===== src/hw/wb_defines.svh =====
// writeback defines: datapath widths, register count and x86 flag bit positions
`ifndef WB_DEFINES_SVH
`define WB_DEFINES_SVH

// datapath and address width
`define WB_DATA_W 32

// general register file
`define WB_GPR_N 8
`define WB_REG_W 3

// flag bit positions, x86 layout
`define WB_FLAG_OF 11
`define WB_FLAG_DF 10
`define WB_FLAG_SF 7
`define WB_FLAG_ZF 6
`define WB_FLAG_AF 4
`define WB_FLAG_PF 2
`define WB_FLAG_CF 0

`endif


===== src/hw/wb_pkg.sv =====
// writeback package: micro-op kinds, operand sizes and the micro-op record
`include "wb_defines.svh"

package wb_pkg;

  // micro-op kind as seen at retire
  typedef enum logic [2:0] {
    WB_OP_ALU   = 3'd0,
    WB_OP_STORE = 3'd1,
    WB_OP_CMPS  = 3'd2,
    WB_OP_REPNE = 3'd3,
    WB_OP_NOP   = 3'd4
  } wb_op_e;

  // operand size, also the string pointer step
  typedef enum logic [1:0] {
    WB_SIZE_BYTE  = 2'd0,
    WB_SIZE_WORD  = 2'd1,
    WB_SIZE_DWORD = 2'd2
  } wb_size_e;

  // flags_mask order is OF DF SF ZF AF PF CF, OF in the top bit
  typedef struct packed {
    wb_op_e                 op;
    wb_size_e               size;
    logic [`WB_REG_W-1:0]   dst;
    logic [`WB_DATA_W-1:0]  result;
    logic [`WB_DATA_W-1:0]  pointer;
    logic [`WB_DATA_W-1:0]  count;
    logic [`WB_DATA_W-1:0]  address;
    logic [`WB_DATA_W-1:0]  new_flags;
    logic [6:0]             flags_mask;
  } wb_uop_t;

endpackage


===== src/hw/wb_uop_if.sv =====
// micro-op commit channel from the input latch to the retire blocks
`timescale 1ns/1ns

interface wb_uop_if;

  // single-cycle strobe, uop stays valid until the next accept
  logic            commit;
  wb_pkg::wb_uop_t uop;

  // latch side
  modport src (
    output commit,
    output uop
  );

  // flags, string, register file and store port side
  modport dst (
    input commit,
    input uop
  );

endinterface


===== src/hw/wb_input_latch.sv =====
// input latch: four-phase receiver that holds one micro-op and stalls stores on a busy port
`timescale 1ns/1ns

module wb_input_latch (
  input  logic            clk,
  input  logic            rst_n,
  input  logic            in_req,
  input  wb_pkg::wb_uop_t in_uop,
  output logic            in_ack,
  input  logic            store_busy,
  wb_uop_if.src           uop_out
);

  typedef enum logic {
    WAIT_REQ,
    WAIT_DROP
  } state_e;

  state_e          state;
  logic            commit_q;
  logic            accept;
  wb_pkg::wb_uop_t held_uop;

  // a store has to wait for the previous one to leave the cache bus,
  // everything else goes straight through
  assign accept = (state == WAIT_REQ) && in_req &&
                  !((in_uop.op == wb_pkg::WB_OP_STORE) && store_busy);

  always_ff @(posedge clk) begin
    if (!rst_n) begin
      state    <= WAIT_REQ;
      in_ack   <= 1'b0;
      commit_q <= 1'b0;
    end else begin
      commit_q <= 1'b0;
      case (state)
        WAIT_REQ: begin
          if (accept) begin
            commit_q <= 1'b1;
            in_ack   <= 1'b1;
            state    <= WAIT_DROP;
          end
        end
        WAIT_DROP: begin
          // sender released req, close the handshake
          if (!in_req) begin
            in_ack <= 1'b0;
            state  <= WAIT_REQ;
          end
        end
        default: state <= WAIT_REQ;
      endcase
    end
  end

  // payload only
  always_ff @(posedge clk) begin
    if (accept) begin
      held_uop <= in_uop;
    end
  end

  assign uop_out.commit = commit_q;
  assign uop_out.uop    = held_uop;

endmodule


===== src/hw/wb_flags_unit.sv =====
// flags unit: architectural flags register with per-micro-op masked merge
`timescale 1ns/1ns
`include "wb_defines.svh"

module wb_flags_unit (
  input  logic                  clk,
  input  logic                  rst_n,
  wb_uop_if.dst                 uop_in,
  output logic [`WB_DATA_W-1:0] flags
);

  logic [`WB_DATA_W-1:0] mask_word;
  logic                  load_flags;

  // spread the 7-bit mask onto the x86 bit positions
  always_comb begin
    mask_word                = '0;
    mask_word[`WB_FLAG_OF]   = uop_in.uop.flags_mask[6];
    mask_word[`WB_FLAG_DF]   = uop_in.uop.flags_mask[5];
    mask_word[`WB_FLAG_SF]   = uop_in.uop.flags_mask[4];
    mask_word[`WB_FLAG_ZF]   = uop_in.uop.flags_mask[3];
    mask_word[`WB_FLAG_AF]   = uop_in.uop.flags_mask[2];
    mask_word[`WB_FLAG_PF]   = uop_in.uop.flags_mask[1];
    mask_word[`WB_FLAG_CF]   = uop_in.uop.flags_mask[0];
  end

  // only ALU and CMPS micro-ops touch flags
  assign load_flags = uop_in.commit &&
                      ((uop_in.uop.op == wb_pkg::WB_OP_ALU) ||
                       (uop_in.uop.op == wb_pkg::WB_OP_CMPS));

  always_ff @(posedge clk) begin
    if (!rst_n) begin
      flags <= '0;
    end else if (load_flags) begin
      // unselected bits keep their old value
      flags <= (flags & ~mask_word) | (uop_in.uop.new_flags & mask_word);
    end
  end

endmodule


===== src/hw/wb_string_unit.sv =====
// string unit: CMPS pointer stepping and REPNE count update with loop termination
`timescale 1ns/1ns
`include "wb_defines.svh"

module wb_string_unit (
  input  logic                  clk,
  input  logic                  rst_n,
  wb_uop_if.dst                 uop_in,
  input  logic [`WB_DATA_W-1:0] flags,
  output logic [`WB_DATA_W-1:0] step_value,
  output logic                  repne_term
);

  logic [`WB_DATA_W-1:0] step;
  logic [`WB_DATA_W-1:0] next_count;
  logic                  dir_down;

  // pointer step follows the operand size
  always_comb begin
    case (uop_in.uop.size)
      wb_pkg::WB_SIZE_BYTE:  step = `WB_DATA_W'd1;
      wb_pkg::WB_SIZE_WORD:  step = `WB_DATA_W'd2;
      wb_pkg::WB_SIZE_DWORD: step = `WB_DATA_W'd4;
      default:               step = `WB_DATA_W'd4;
    endcase
  end

  // DF from the flags already committed, not this micro-op's own update
  assign dir_down = flags[`WB_FLAG_DF];

  // count saturates at zero
  assign next_count = (uop_in.uop.count == '0) ? '0 :
                      uop_in.uop.count - `WB_DATA_W'd1;

  always_comb begin
    case (uop_in.uop.op)
      wb_pkg::WB_OP_CMPS: begin
        if (dir_down) begin
          step_value = uop_in.uop.pointer - step;
        end else begin
          step_value = uop_in.uop.pointer + step;
        end
      end
      wb_pkg::WB_OP_REPNE: step_value = next_count;
      default:             step_value = uop_in.uop.result;
    endcase
  end

  // loop ends on an exhausted count or on a match (ZF set)
  always_ff @(posedge clk) begin
    if (!rst_n) begin
      repne_term <= 1'b0;
    end else if (uop_in.commit && (uop_in.uop.op == wb_pkg::WB_OP_REPNE)) begin
      repne_term <= (next_count == '0) || flags[`WB_FLAG_ZF];
    end
  end

endmodule


===== src/hw/wb_gpr_file.sv =====
// general register file: eight 32-bit registers, one write port, one async read port
`timescale 1ns/1ns
`include "wb_defines.svh"

module wb_gpr_file (
  input  logic                  clk,
  input  logic                  rst_n,
  wb_uop_if.dst                 uop_in,
  input  logic [`WB_DATA_W-1:0] step_value,
  input  logic [`WB_REG_W-1:0]  rd_addr,
  output logic [`WB_DATA_W-1:0] rd_data
);

  logic [`WB_DATA_W-1:0] regs [`WB_GPR_N];
  logic                  wr_en;
  logic [`WB_DATA_W-1:0] wr_data;

  // select write data by micro-op kind
  always_comb begin
    wr_en   = 1'b0;
    wr_data = uop_in.uop.result;
    case (uop_in.uop.op)
      wb_pkg::WB_OP_ALU: begin
        wr_en = uop_in.commit;
      end
      wb_pkg::WB_OP_CMPS,
      wb_pkg::WB_OP_REPNE: begin
        wr_en   = uop_in.commit;
        wr_data = step_value;
      end
      default: wr_en = 1'b0;
    endcase
  end

  always_ff @(posedge clk) begin
    if (!rst_n) begin
      for (int i = 0; i < `WB_GPR_N; i++) begin
        regs[i] <= '0;
      end
    end else if (wr_en) begin
      regs[uop_in.uop.dst] <= wr_data;
    end
  end

  // observation port
  assign rd_data = regs[rd_addr];

endmodule


===== src/hw/wb_store_port.sv =====
// store port: four-phase sender of store address, data and size to the data cache
`timescale 1ns/1ns
`include "wb_defines.svh"

module wb_store_port (
  input  logic                  clk,
  input  logic                  rst_n,
  wb_uop_if.dst                 uop_in,
  output logic                  store_busy,
  output logic                  dc_req,
  input  logic                  dc_ack,
  output logic [`WB_DATA_W-1:0] dc_addr,
  output logic [`WB_DATA_W-1:0] dc_data,
  output wb_pkg::wb_size_e      dc_size
);

  typedef enum logic [1:0] {
    IDLE,
    REQ,
    WAIT_DROP
  } state_e;

  state_e state;
  logic   store_commit;

  assign store_commit = uop_in.commit && (uop_in.uop.op == wb_pkg::WB_OP_STORE);

  always_ff @(posedge clk) begin
    if (!rst_n) begin
      state <= IDLE;
    end else begin
      case (state)
        IDLE:      if (store_commit) state <= REQ;
        REQ:       if (dc_ack) state <= WAIT_DROP;
        // done once the cache releases ack
        WAIT_DROP: if (!dc_ack) state <= IDLE;
        default:   state <= IDLE;
      endcase
    end
  end

  // store payload, held for the whole handshake
  always_ff @(posedge clk) begin
    if (store_commit && (state == IDLE)) begin
      dc_addr <= uop_in.uop.address;
      dc_data <= uop_in.uop.result;
      dc_size <= uop_in.uop.size;
    end
  end

  assign dc_req     = (state == REQ);
  assign store_busy = (state != IDLE);

endmodule


===== src/hw/wb_top.sv =====
// writeback top: input latch, flags and string units, register file and store port
`timescale 1ns/1ns
`include "wb_defines.svh"

module wb_top (
  input  logic                  clk,
  input  logic                  rst_n,

  // execute stage channel
  input  logic                  in_req,
  input  wb_pkg::wb_uop_t       in_uop,
  output logic                  in_ack,

  // data cache channel
  output logic                  dc_req,
  input  logic                  dc_ack,
  output logic [`WB_DATA_W-1:0] dc_addr,
  output logic [`WB_DATA_W-1:0] dc_data,
  output wb_pkg::wb_size_e      dc_size,

  // observation
  input  logic [`WB_REG_W-1:0]  rd_addr,
  output logic [`WB_DATA_W-1:0] rd_data,
  output logic [`WB_DATA_W-1:0] flags,
  output logic                  repne_term
);

  logic                  store_busy;
  logic [`WB_DATA_W-1:0] step_value;

  wb_uop_if u_uop_if ();

  // input side
  wb_input_latch i_input_latch (
    .clk        (clk),
    .rst_n      (rst_n),
    .in_req     (in_req),
    .in_uop     (in_uop),
    .in_ack     (in_ack),
    .store_busy (store_busy),
    .uop_out    (u_uop_if.src)
  );

  // processing
  wb_flags_unit i_flags_unit (
    .clk    (clk),
    .rst_n  (rst_n),
    .uop_in (u_uop_if.dst),
    .flags  (flags)
  );

  wb_string_unit i_string_unit (
    .clk        (clk),
    .rst_n      (rst_n),
    .uop_in     (u_uop_if.dst),
    .flags      (flags),
    .step_value (step_value),
    .repne_term (repne_term)
  );

  // output side
  wb_gpr_file i_gpr_file (
    .clk        (clk),
    .rst_n      (rst_n),
    .uop_in     (u_uop_if.dst),
    .step_value (step_value),
    .rd_addr    (rd_addr),
    .rd_data    (rd_data)
  );

  wb_store_port i_store_port (
    .clk        (clk),
    .rst_n      (rst_n),
    .uop_in     (u_uop_if.dst),
    .store_busy (store_busy),
    .dc_req     (dc_req),
    .dc_ack     (dc_ack),
    .dc_addr    (dc_addr),
    .dc_data    (dc_data),
    .dc_size    (dc_size)
  );

endmodule


===== config.mk =====
export PLATFORM = sky130hd
export DESIGN_NAME = wb_top
export DESIGN_NICKNAME = d
export VERILOG_FILES = /design/src/hw/wb_pkg.sv /design/src/hw/wb_uop_if.sv /design/src/hw/wb_input_latch.sv /design/src/hw/wb_flags_unit.sv /design/src/hw/wb_string_unit.sv /design/src/hw/wb_gpr_file.sv /design/src/hw/wb_store_port.sv /design/src/hw/wb_top.sv
export VERILOG_INCLUDE_DIRS = /design/src /design/src/hw
export SDC_FILE = /design/constraint.sdc
export NUM_CORES = 1
export LEC_CHECK = 0
export BUFFER_PORTS_ARGS = -buffer_cell sky130_fd_sc_hd__buf_2
export CORE_ASPECT_RATIO = 1.4
export CORE_MARGIN = 2
export CORE_UTILIZATION = 62
export DETAILED_ROUTE_END_ITERATION = 10
export GPL_ROUTABILITY_DRIVEN = 0
export PLACE_DENSITY = 0.87
export SYNTH_ARGS = -nofsm -noshare
export SYNTH_HDL_FRONTEND = slang
export SYNTH_SLANG_ARGS = --single-unit

===== constraint.sdc =====
create_clock -name clk -period 24.5 [get_ports clk]
set_clock_uncertainty 0.05 [all_clocks]
set_input_delay 4.9 -clock clk [delete_from_list [all_inputs] [get_ports clk]]
set_output_delay 4.9 -clock clk [all_outputs]
set_load 0.005 [all_outputs]

## After elaboration in Yosys (flattened, before gate mapping)

Memories as Yosys holds them, arrays and structs flattened.
Index checks and enable logic that the tools add are counted.

- Bits in registers: 279
- Bits in writable memories: 256
- Output and inout port bits: 133
- Word-level logic and storage cells: 85
- Memories: 1

Memory list:

| name | depth | width | read ports | clocked after memory_dff | wr ports | line | source |
|---|---|---|---|---|---|---|---|
| i_gpr_file.regs | 8 | 32 | 1 | 0 | 8 | wb_gpr_file.sv:14 | `` logic [`WB_DATA_W-1:0] regs [`WB_GPR_N]; `` |

- Add/sub/neg operators: 3
- Equality and inequality tests: 12
- Multiplexer cells: 23
- Bitwise gates (word level): 6
- Reductions and logical operators: 22

Operators with widths:

| cell | number |
|---|---|
| $mux W32 | 4 |
| $logic_not A32 Y1 | 2 |
| $pmux W32 S2 | 1 |
| $add A32 B3 Y32 | 1 |
| $and A32 B12 Y32 | 1 |
| $and A32 B32 Y32 | 1 |
| $not A12 Y32 | 1 |
| $or A32 B32 Y32 | 1 |
| $reduce_or A32 Y1 | 1 |
| $sub A32 B1 Y32 const B | 1 |
| $sub A32 B3 Y32 | 1 |
| $mux W1 | 10 |
| $logic_and A1 B1 Y1 | 7 |
| $eq A3 B1 Y1 const B | 2 |
| $eq A3 B2 Y1 const B | 2 |
| $mux W2 | 3 |
| $ne A2 B1 Y1 const B | 3 |
| $pmux W2 S3 | 1 |
| $pmux W3 S2 | 1 |
| $eq A2 B1 Y1 const B | 2 |
| $logic_not A2 Y1 | 2 |
| $ne A2 B2 Y1 const B | 2 |
| $pmux W1 S2 | 2 |
| $reduce_or A2 Y1 | 2 |
| other kinds (10) | 12 |

## Depth between registers and ports, before layout

Gate-level depths: netlist of run 1.

- Word-level depth: 8
- Depth in mapped cells: 14
- Mapped depth without buffers: 14

## Modules after synthesis

A second synthesis of run 1 with hierarchy kept.

- Cells, all modules: 1539
- Area, all modules: 22624.2 µm²

By module, submodules not included:

| module | times used | cells an instance | area each (µm²) | sequential area each (µm²) |
|---|---|---|---|---|
| wb_gpr_file | 1 | 712 | 11382.2 | 7687.4 |
| wb_input_latch | 1 | 186 | 5376.4 | 5315.1 |
| wb_string_unit | 1 | 502 | 3230.6 | 20.0 |
| wb_store_port | 1 | 77 | 2088.3 | 2021.9 |
| wb_flags_unit | 1 | 62 | 546.8 | 140.1 |

## Worst setup path after synthesis of run 1

No wires, ideal clock.

- Path kind: input to output
- Start point: input port rd_addr[0]
- End point: output port rd_data[0]
- Data arrival time: 6646 ps
- Required time: 19550 ps
- Path slack: 12904 ps
- Cell stages on the path: 4
- Buffers on the path: 2
- Path through: clkbuf_1 -> buf_1 -> mux4_2 -> mux2_2

- Longest elaborated chain between the ends: 1

RTL lines:

| item | line | source |
|---|---|---|
| from (decl) | wb_top.sv:22 | `` input logic [`WB_REG_W-1:0] rd_addr, `` |
| $mem_v2 Z8 W32 | -- |  |
| to (decl) | wb_top.sv:23 | `` output logic [`WB_DATA_W-1:0] rd_data, `` |

No other way between the ends.

## Worst setup path in the final report of run 1

- Start point: input port rd_addr[0]
- End point: output port rd_data[25]

The elaborated chain is that of the path after synthesis.

==> results of run 1 <==
-- cells by family (layout without fill, tap and decap cells) --
logic type | after synthesis | after routing | synth area share (%)
simple gates | 517 | 517 | 10.9
flops | 485 | 485 | 66.9
compound gates | 223 | 223 | 7.15
buf+inv | 124 | 372 | 2.67
mux | 99 | 99 | 8.50
xor+xnor | 46 | 46 | 1.87
fa+ha+maj | 35 | 35 | 2.06
other cells | 1 | 25 | 0.0174
-- stage by stage --
stage,cells,area [µm²]
floorplan,1554,21700
global placement,2174,23200
detailed placement,2174,23200
CTS,2253,24700
global route,2253,24700
finish,2253,24700
-- layer usage --
layer  track usage, %  up-vias  wire length, µm
met1             36.0     6823            18800
met3             5.97      170             5420
met5                0        -               21
li1                 -     6246                -
met4             14.6        4             2520
met2             54.8      918            28900
-- cell type report --
class                      count  area (µm²)  share of cell area, %
clock buffer                  48        1120                   4.51
clock inverter                31         427                   1.72
inverter                      18        67.6                  0.273
multi-input combinational    945        6730                   27.2
sequential                   485       14400                   58.3
tap                          451         564                   2.28
timing repair buffer         275        1410                   5.68
-- placed cells by master (no fill, tap or decap), drive strengths merged, types with 6 or more instances in the layout --
cell type / instances
a21boi: 9
a21o: 16
a21oi: 55
a31oi: 7
buf: 275
bufinv: 10
clkbuf: 48
clkinv: 16
conb: 25
dfxtp: 13
edfxtp: 472
ha: 34
inv: 19
mux2: 34
mux4: 64
nand2: 83
nand2b: 11
nand3: 29
nand4: 12
nor2: 254
nor2b: 11
nor3: 67
nor4: 13
o21a: 14
o21ai: 42
o21bai: 6
o221ai: 7
o22ai: 10
o31ai: 11
or2: 7
or3: 9
xnor2: 29
xor2: 17
-- power breakdown --
| group | total, mW | leakage (nW) | internal, mW | switching [mW] |
|---|---|---|---|---|
| combinational | 0.133 | 3.65 | 0.0516 | 0.0817 |
| clock | 0.738 | 0.738 | 0.436 | 0.302 |
| sequential | 0.963 | 4.74 | 0.945 | 0.0172 |
-- flip-flops by register name, indices dropped and copies added, names as in the netlist, named ones only --
signal                        count
i_gpr_file.regs                 256
i_store_port.state                2
i_input_latch.uop_out.uop       150
i_store_port.dc_addr             32
i_store_port.dc_data             32
i_input_latch.in_ack              1
i_store_port.dc_size              2
i_input_latch.state               1
i_string_unit.repne_term          1
i_input_latch.uop_out.commit      1
-- final timing paths --
check / start / to / slack [ns] / cells past startpoint
worst min register to register: i_input_latch.uop_out.uop[64]$_DFFE_PP_ / i_store_port.dc_addr[25]$_DFFE_PP_ / 0.36 / 0
worst min-delay path: i_input_latch.uop_out.uop[64]$_DFFE_PP_ / i_store_port.dc_addr[25]$_DFFE_PP_ / 0.36 / 0
worst max register to register: i_input_latch.uop_out.uop[171]$_DFFE_PP_ / i_gpr_file.regs[2][31]$_SDFFCE_PN0P_ / 19.84 / 14
worst max-delay path: rd_addr[0] / rd_data[25] / 12.42 / 5
==> out/metrics.cfg, run 1 <==
[status]
status=finished clean

[yosys]
synth_area_leaders=edfxtp_1 66%, mux4_2 6.7%, nor2_1 4.4%
largest_area_contributor_in_the_netlist=edfxtp_1
number_of_enable_type_register_cells_in_the_synthesized_netlist=472
most_common_cell_in_the_netlist=edfxtp_1
dominant_synthesized_flop_cell=edfxtp_1
syn-mean-instance-area_um2=14.1
synthesis_stage_register_bit_count=485
syn-cell-area_um2=21600
synth_commonest_cells=472 x edfxtp_1, 253 x nor2_1, 83 x nand2_1
synth.yosys.seq_area_share_pct=66.9
synth-warning-count=0
syn-instance-count=1530
async_set_reset_flop_share_out_of_synthesis_pct=0
synth_cell_type_count=80
netlist.area_leader.share_pct=65.7

[worst_setup_path]
slowest_stage=buf_4
cp_max_fo=43
critPathMostFrequentCell=buf_4
setup.worst_path.end_class=primary output
cp_cell_sequence=buf_4 > buf_4 > mux4_2 > mux2_2 > buf_2
cp_num_buf_inv=3
worst_path_largest_cell_delay_ns=0.73
ws_path_type=in2out
cp.required_ns=19.55
worst_ep_arrival_time_ns=7.13
startpoint_type=input port
critical_path.top_delay_family=buffers and inverters

[power_and_ir_drop]
ir_worst_vdd_uv=74.0
power_mw=1.83
powerDensity_nw_per_um2=74.1
leakagePower_nw=9.13

[cts]
cts-resized-gates=0
numCtsBuffers=43
hold_buffers=0
worstSkewPairLatency_ns=0.56
cts-root-buf=clkbuf_16
cts_tree=yes
cts-htree-levels=2
path_clk_slew_ns=0.06
max-clock-path-buffers=3
post-cts-setup-buffer-count=0
clkSinkCount=485

[worst_hold_path]
worst_hold_path_type=reg2reg

[floorplan]
dieHeight_um=225
ios=315
core_um2=34200
floorplan.initialDensity_pct=63.1
die_w_um=162
rows=80
floorplan.die_area_um2=36400

[placement]
detailed_place_hpwl_um=35600
placement.setup.worst_slack_ns=12.36
placement.io_buffers=264

[cells_and_area]
fillerInstances=2185
finalCoreUtilization_pct=72.3
layout-drive-gt1-share_pct=26.9
num-nets-final=1985
antenna_cells=0
area.growth.synth_to_final_pct=14.6

[sta]
rsz_0062_raised_after_global_routing=false
final_hold_violation_count=0
final.setup.worst_slack_ns=12.42
slew_of_the_pin_with_the_lowest_slew_margin_ns=1.26
post-route-min-period_ns=12.08
timing.slew.headroom_pct=15.8
fin_tns_setup_ns=0
final_setup_violations=0
hold_slack_ns=0.365
timing.final.crit_share_pct=49.3
slew_viol_final=0
maxClockFrequency_mhz=82.8

[grt]
grt_pass1_wl_um=82700
grt_remaining_overflow=0
grt_use_total_pct=30.8
grt_pass1_vias=14500
largest_net_degree_at_the_start_of_global_routing=79
number_of_antenna_violations_at_the_first_check_in_global_routing=2

[route]
postRouteAntennaNets=0
detail_route.first_pass.iterations=6
route.final.wire_length_um=55700
avgRoutedWirePerCell_um=24.7
drt_iter0_drc=1593
viasPerCell=6.29
drc=0
route.vias.total=14200

[job]
timing.max_cap.violations=0

Power figures use the tool's default switching activity.
==> run 2, diff against run 1 <==
--- a/config.mk
+++ b/config.mk
@@ -9,10 +9,10 @@
 export BUFFER_PORTS_ARGS = -buffer_cell sky130_fd_sc_hd__buf_2
 export CORE_ASPECT_RATIO = 1.4
 export CORE_MARGIN = 2
-export CORE_UTILIZATION = 62
+export CORE_UTILIZATION = 52
 export DETAILED_ROUTE_END_ITERATION = 10
 export GPL_ROUTABILITY_DRIVEN = 0
-export PLACE_DENSITY = 0.87
+export PLACE_DENSITY = 0.78
 export SYNTH_ARGS = -nofsm -noshare
 export SYNTH_HDL_FRONTEND = slang
 export SYNTH_SLANG_ARGS = --single-unit
==> constraint.sdc (replaced) <==
create_clock -name clk -period 10.2 [get_ports clk]
set_clock_uncertainty 0.05 [all_clocks]
set_input_delay 2.04 -clock clk [delete_from_list [all_inputs] [get_ports clk]]
set_output_delay 2.04 -clock clk [all_outputs]
set_load 0.005 [all_outputs]
==> run 2 against run 1 <==
- clock power increased by 120%
- setup slack worse by 8.6 ns
- utilization is 12 points lower
- critical path type unchanged
- critical endpoint is now rd_data[9]
- largest power group unchanged
- highest routed layer unchanged
==> out/metrics.cfg, run 2 (synthesis results as in run 1) <==
[status]
status=finished clean  ; unchanged

[worst_setup_path]
slowest_stage=buf_4  ; unchanged
cp.required_ns=8.11  ; was 19.55 ns
setup.worst_path.end_class=primary output  ; unchanged
setup.worst_path.end=rd_data[9]  ; was rd_data[25]
critPathMostFrequentCell=buf_4  ; unchanged
startpoint_type=input port  ; unchanged
cp_max_fo=52  ; was 43
worst_path_largest_cell_delay_ns=0.85  ; was 0.73 ns
ws_path_type=in2out  ; unchanged
cp_cell_sequence=buf_4 > buf_4 > mux4_2 > mux2_2 > buf_2  ; unchanged
regToRegEndpoint=i_gpr_file.regs[0][31]$_SDFFCE_PN0P_  ; was i_gpr_file.regs[2][31]$_SDFFCE_PN0P_
worst_flop_to_flop_path_startpoint=i_input_latch.uop_out.uop[170]$_DFFE_PP_  ; was i_input_latch.uop_out.uop[171]$_DFFE_PP_
worst_ep_arrival_time_ns=4.27  ; was 7.13 ns
logic_depth_of_the_worst_register_to_register_path=14  ; unchanged
rrSetupSlack_ns=5.65  ; was 19.84 ns
crit_start=rd_addr[0]  ; unchanged

[route]
detail_route.first_pass.iterations=6  ; unchanged
routed.top_layer=met5  ; unchanged
route.final.wire_length_um=54700  ; was 55700 µm
postRouteAntennaNets=0  ; unchanged
drt_iter0_drc=1480  ; was 1593
route.vias.total=14000  ; was 14200
viasPerCell=5.97  ; was 6.29
avgRoutedWirePerCell_um=23.3  ; was 24.7 µm
wl_met2_um=28300  ; was 28900 µm
wl_met3_um=4570  ; was 5420 µm
met1Wirelength_um=19000  ; was 18800 µm
drc=0  ; unchanged

[cts]
worstSkewPairLatency_ns=0.57  ; was 0.56 ns
cts_tree=yes  ; unchanged
cts-htree-levels=2  ; unchanged
hold_buffers=0  ; unchanged
clkSinkCount=485  ; unchanged
cts-resized-gates=0  ; unchanged
max-clock-path-buffers=3  ; unchanged
numCtsBuffers=44  ; was 43
cts-root-buf=clkbuf_16  ; unchanged
post-cts-setup-buffer-count=0  ; unchanged
path_clk_slew_ns=0.06  ; about the same

[cells_and_area]
largest-register=i_gpr_file.regs  ; unchanged
layout.cells.most_common=edfxtp_1  ; unchanged
layout.cells.most_common_list=472 x edfxtp_1, 263 x buf_2, 252 x nor2_1, 69 x nand2_1, 64 x mux4_2  ; unchanged
antenna_cells=0  ; unchanged
largest_register_ffs=256  ; unchanged
final_cell_count_no_fill=2342  ; was 2253
num-nets-final=1986  ; was 1985
layout-drive-gt1-share_pct=26.6  ; was 26.9%
area.growth.synth_to_final_pct=14.6  ; about the same

[sta]
slew_of_the_pin_with_the_lowest_slew_margin_ns=1.20  ; was 1.26 ns
timing.final.crit_share_pct=62.4
timing.slew.headroom_pct=20.1  ; was 15.8%
post-route-min-period_ns=6.36
final_setup_violations=0  ; unchanged
final_hold_violation_count=0  ; unchanged
slew_viol_final=0  ; unchanged
rsz_0062_raised_after_global_routing=false  ; unchanged
fin_tns_setup_ns=0  ; unchanged
maxClockFrequency_mhz=157

[grt]
grt_pass1_vias=14300  ; was 14500
grt_pass1_wl_um=81100  ; was 82700 µm
grt_use_total_pct=25.3  ; was 30.8%
number_of_antenna_violations_at_the_first_check_in_global_routing=1  ; was 2
largest_net_degree_at_the_start_of_global_routing=79  ; unchanged
grt_remaining_overflow=0  ; unchanged

[floorplan]
ios=315  ; unchanged
die_w_um=176  ; was 162 µm
dieHeight_um=245  ; was 225 µm
core_um2=41100  ; was 34200 µm²
floorplan.die_area_um2=43200  ; was 36400 µm²
rows=88  ; was 80
floorplan.initialDensity_pct=52.6  ; was 63.1%

[worst_hold_path]
worst_hold_path_type=reg2reg  ; unchanged

[power_and_ir_drop]
power.switching_mw=0.947  ; was 0.401 mW
seq_power_share_pct=54.0  ; was 52.5%
clock_power_share_pct=38.5  ; was 40.2%
powerDensity_nw_per_um2=173  ; was 74.1 nW/µm²
ir_worst_vdd_uv=146  ; was 74.0 µV
cell_internal_pwr_mw=3.33  ; was 1.43 mW
proportion_of_power_drawn_by_combinational_gates_pct=7.5  ; was 7.3%
switching_share_pct=22.1  ; was 21.9%
leakagePower_nw=9.09  ; was 9.13 nW

[placement]
placement.io_buffers=264  ; unchanged
detailed_place_hpwl_um=36000  ; was 35600 µm
place_inst=2263  ; was 2174

[job]
timing.max_cap.violations=0  ; unchanged

run 2: stage by stage:
stage	hold slack (ns)	cell area, µm²	util [%]	power [mW]	setup slack [ns]
detailed placement	0.355	23300	56.8	2.67	3.78
finish	0.368	24700	60.2	4.28	3.84
CTS	0.370	24700	60.2	4.30	3.77
global route	0.373	24700	60.2	4.40	3.62
global placement	0.351	23300	56.8	2.66	3.79
floorplan	0.350	21700	-	2.54	2.45
run 2: layout make-up:
class	instances	area, µm²
fill	3097	16300
sequential	485	14400
multi-input combinational	945	6730
timing repair buffer	275	1410
clock buffer	54	1150
tap	540	676
clock inverter	25	280
inverter	18	67.6
run 2: worst min-delay path by stage:
stage                                                        from                            endpoint  slack (ns)  cells after the start
final                     i_input_latch.uop_out.uop[42]$_DFFE_PP_   i_store_port.dc_addr[3]$_DFFE_PP_        0.37                      0
after global routing      i_input_latch.uop_out.uop[70]$_DFFE_PP_  i_store_port.dc_addr[31]$_DFFE_PP_        0.37                      0
after CTS                 i_input_latch.uop_out.uop[47]$_DFFE_PP_   i_store_port.dc_addr[8]$_DFFE_PP_        0.37                      0
after detailed placement  i_input_latch.uop_out.uop[65]$_DFFE_PP_  i_store_port.dc_addr[26]$_DFFE_PP_        0.35                      0
after floorplan           i_input_latch.uop_out.uop[39]$_DFFE_PP_   i_store_port.dc_addr[0]$_DFFE_PP_        0.35                      0
after global placement    i_input_latch.uop_out.uop[40]$_DFFE_PP_   i_store_port.dc_addr[1]$_DFFE_PP_        0.35                      0
run 2: critical path: cells and delay by family:
kind	cells	cell delay, ns
mux	2	0.94
buf+inv	3	1.23
run 2: routing by layer:
metal	GRT usage (%)	vias to the layer above
li1	-	6244
met1	29.6	6801
met2	44.3	779
met3	4.88	159
met4	13.1	2
met5	0	-
run 2: power groups by stage:
stage / clock network (mW) / registers, mW / logic [mW]
floorplan: 0 / 2.34 / 0.207
global placement: 0 / 2.35 / 0.314
global route: 1.74 / 2.32 / 0.348
detailed placement: 0 / 2.35 / 0.320
CTS: 1.66 / 2.31 / 0.322
finish: 1.65 / 2.31 / 0.321
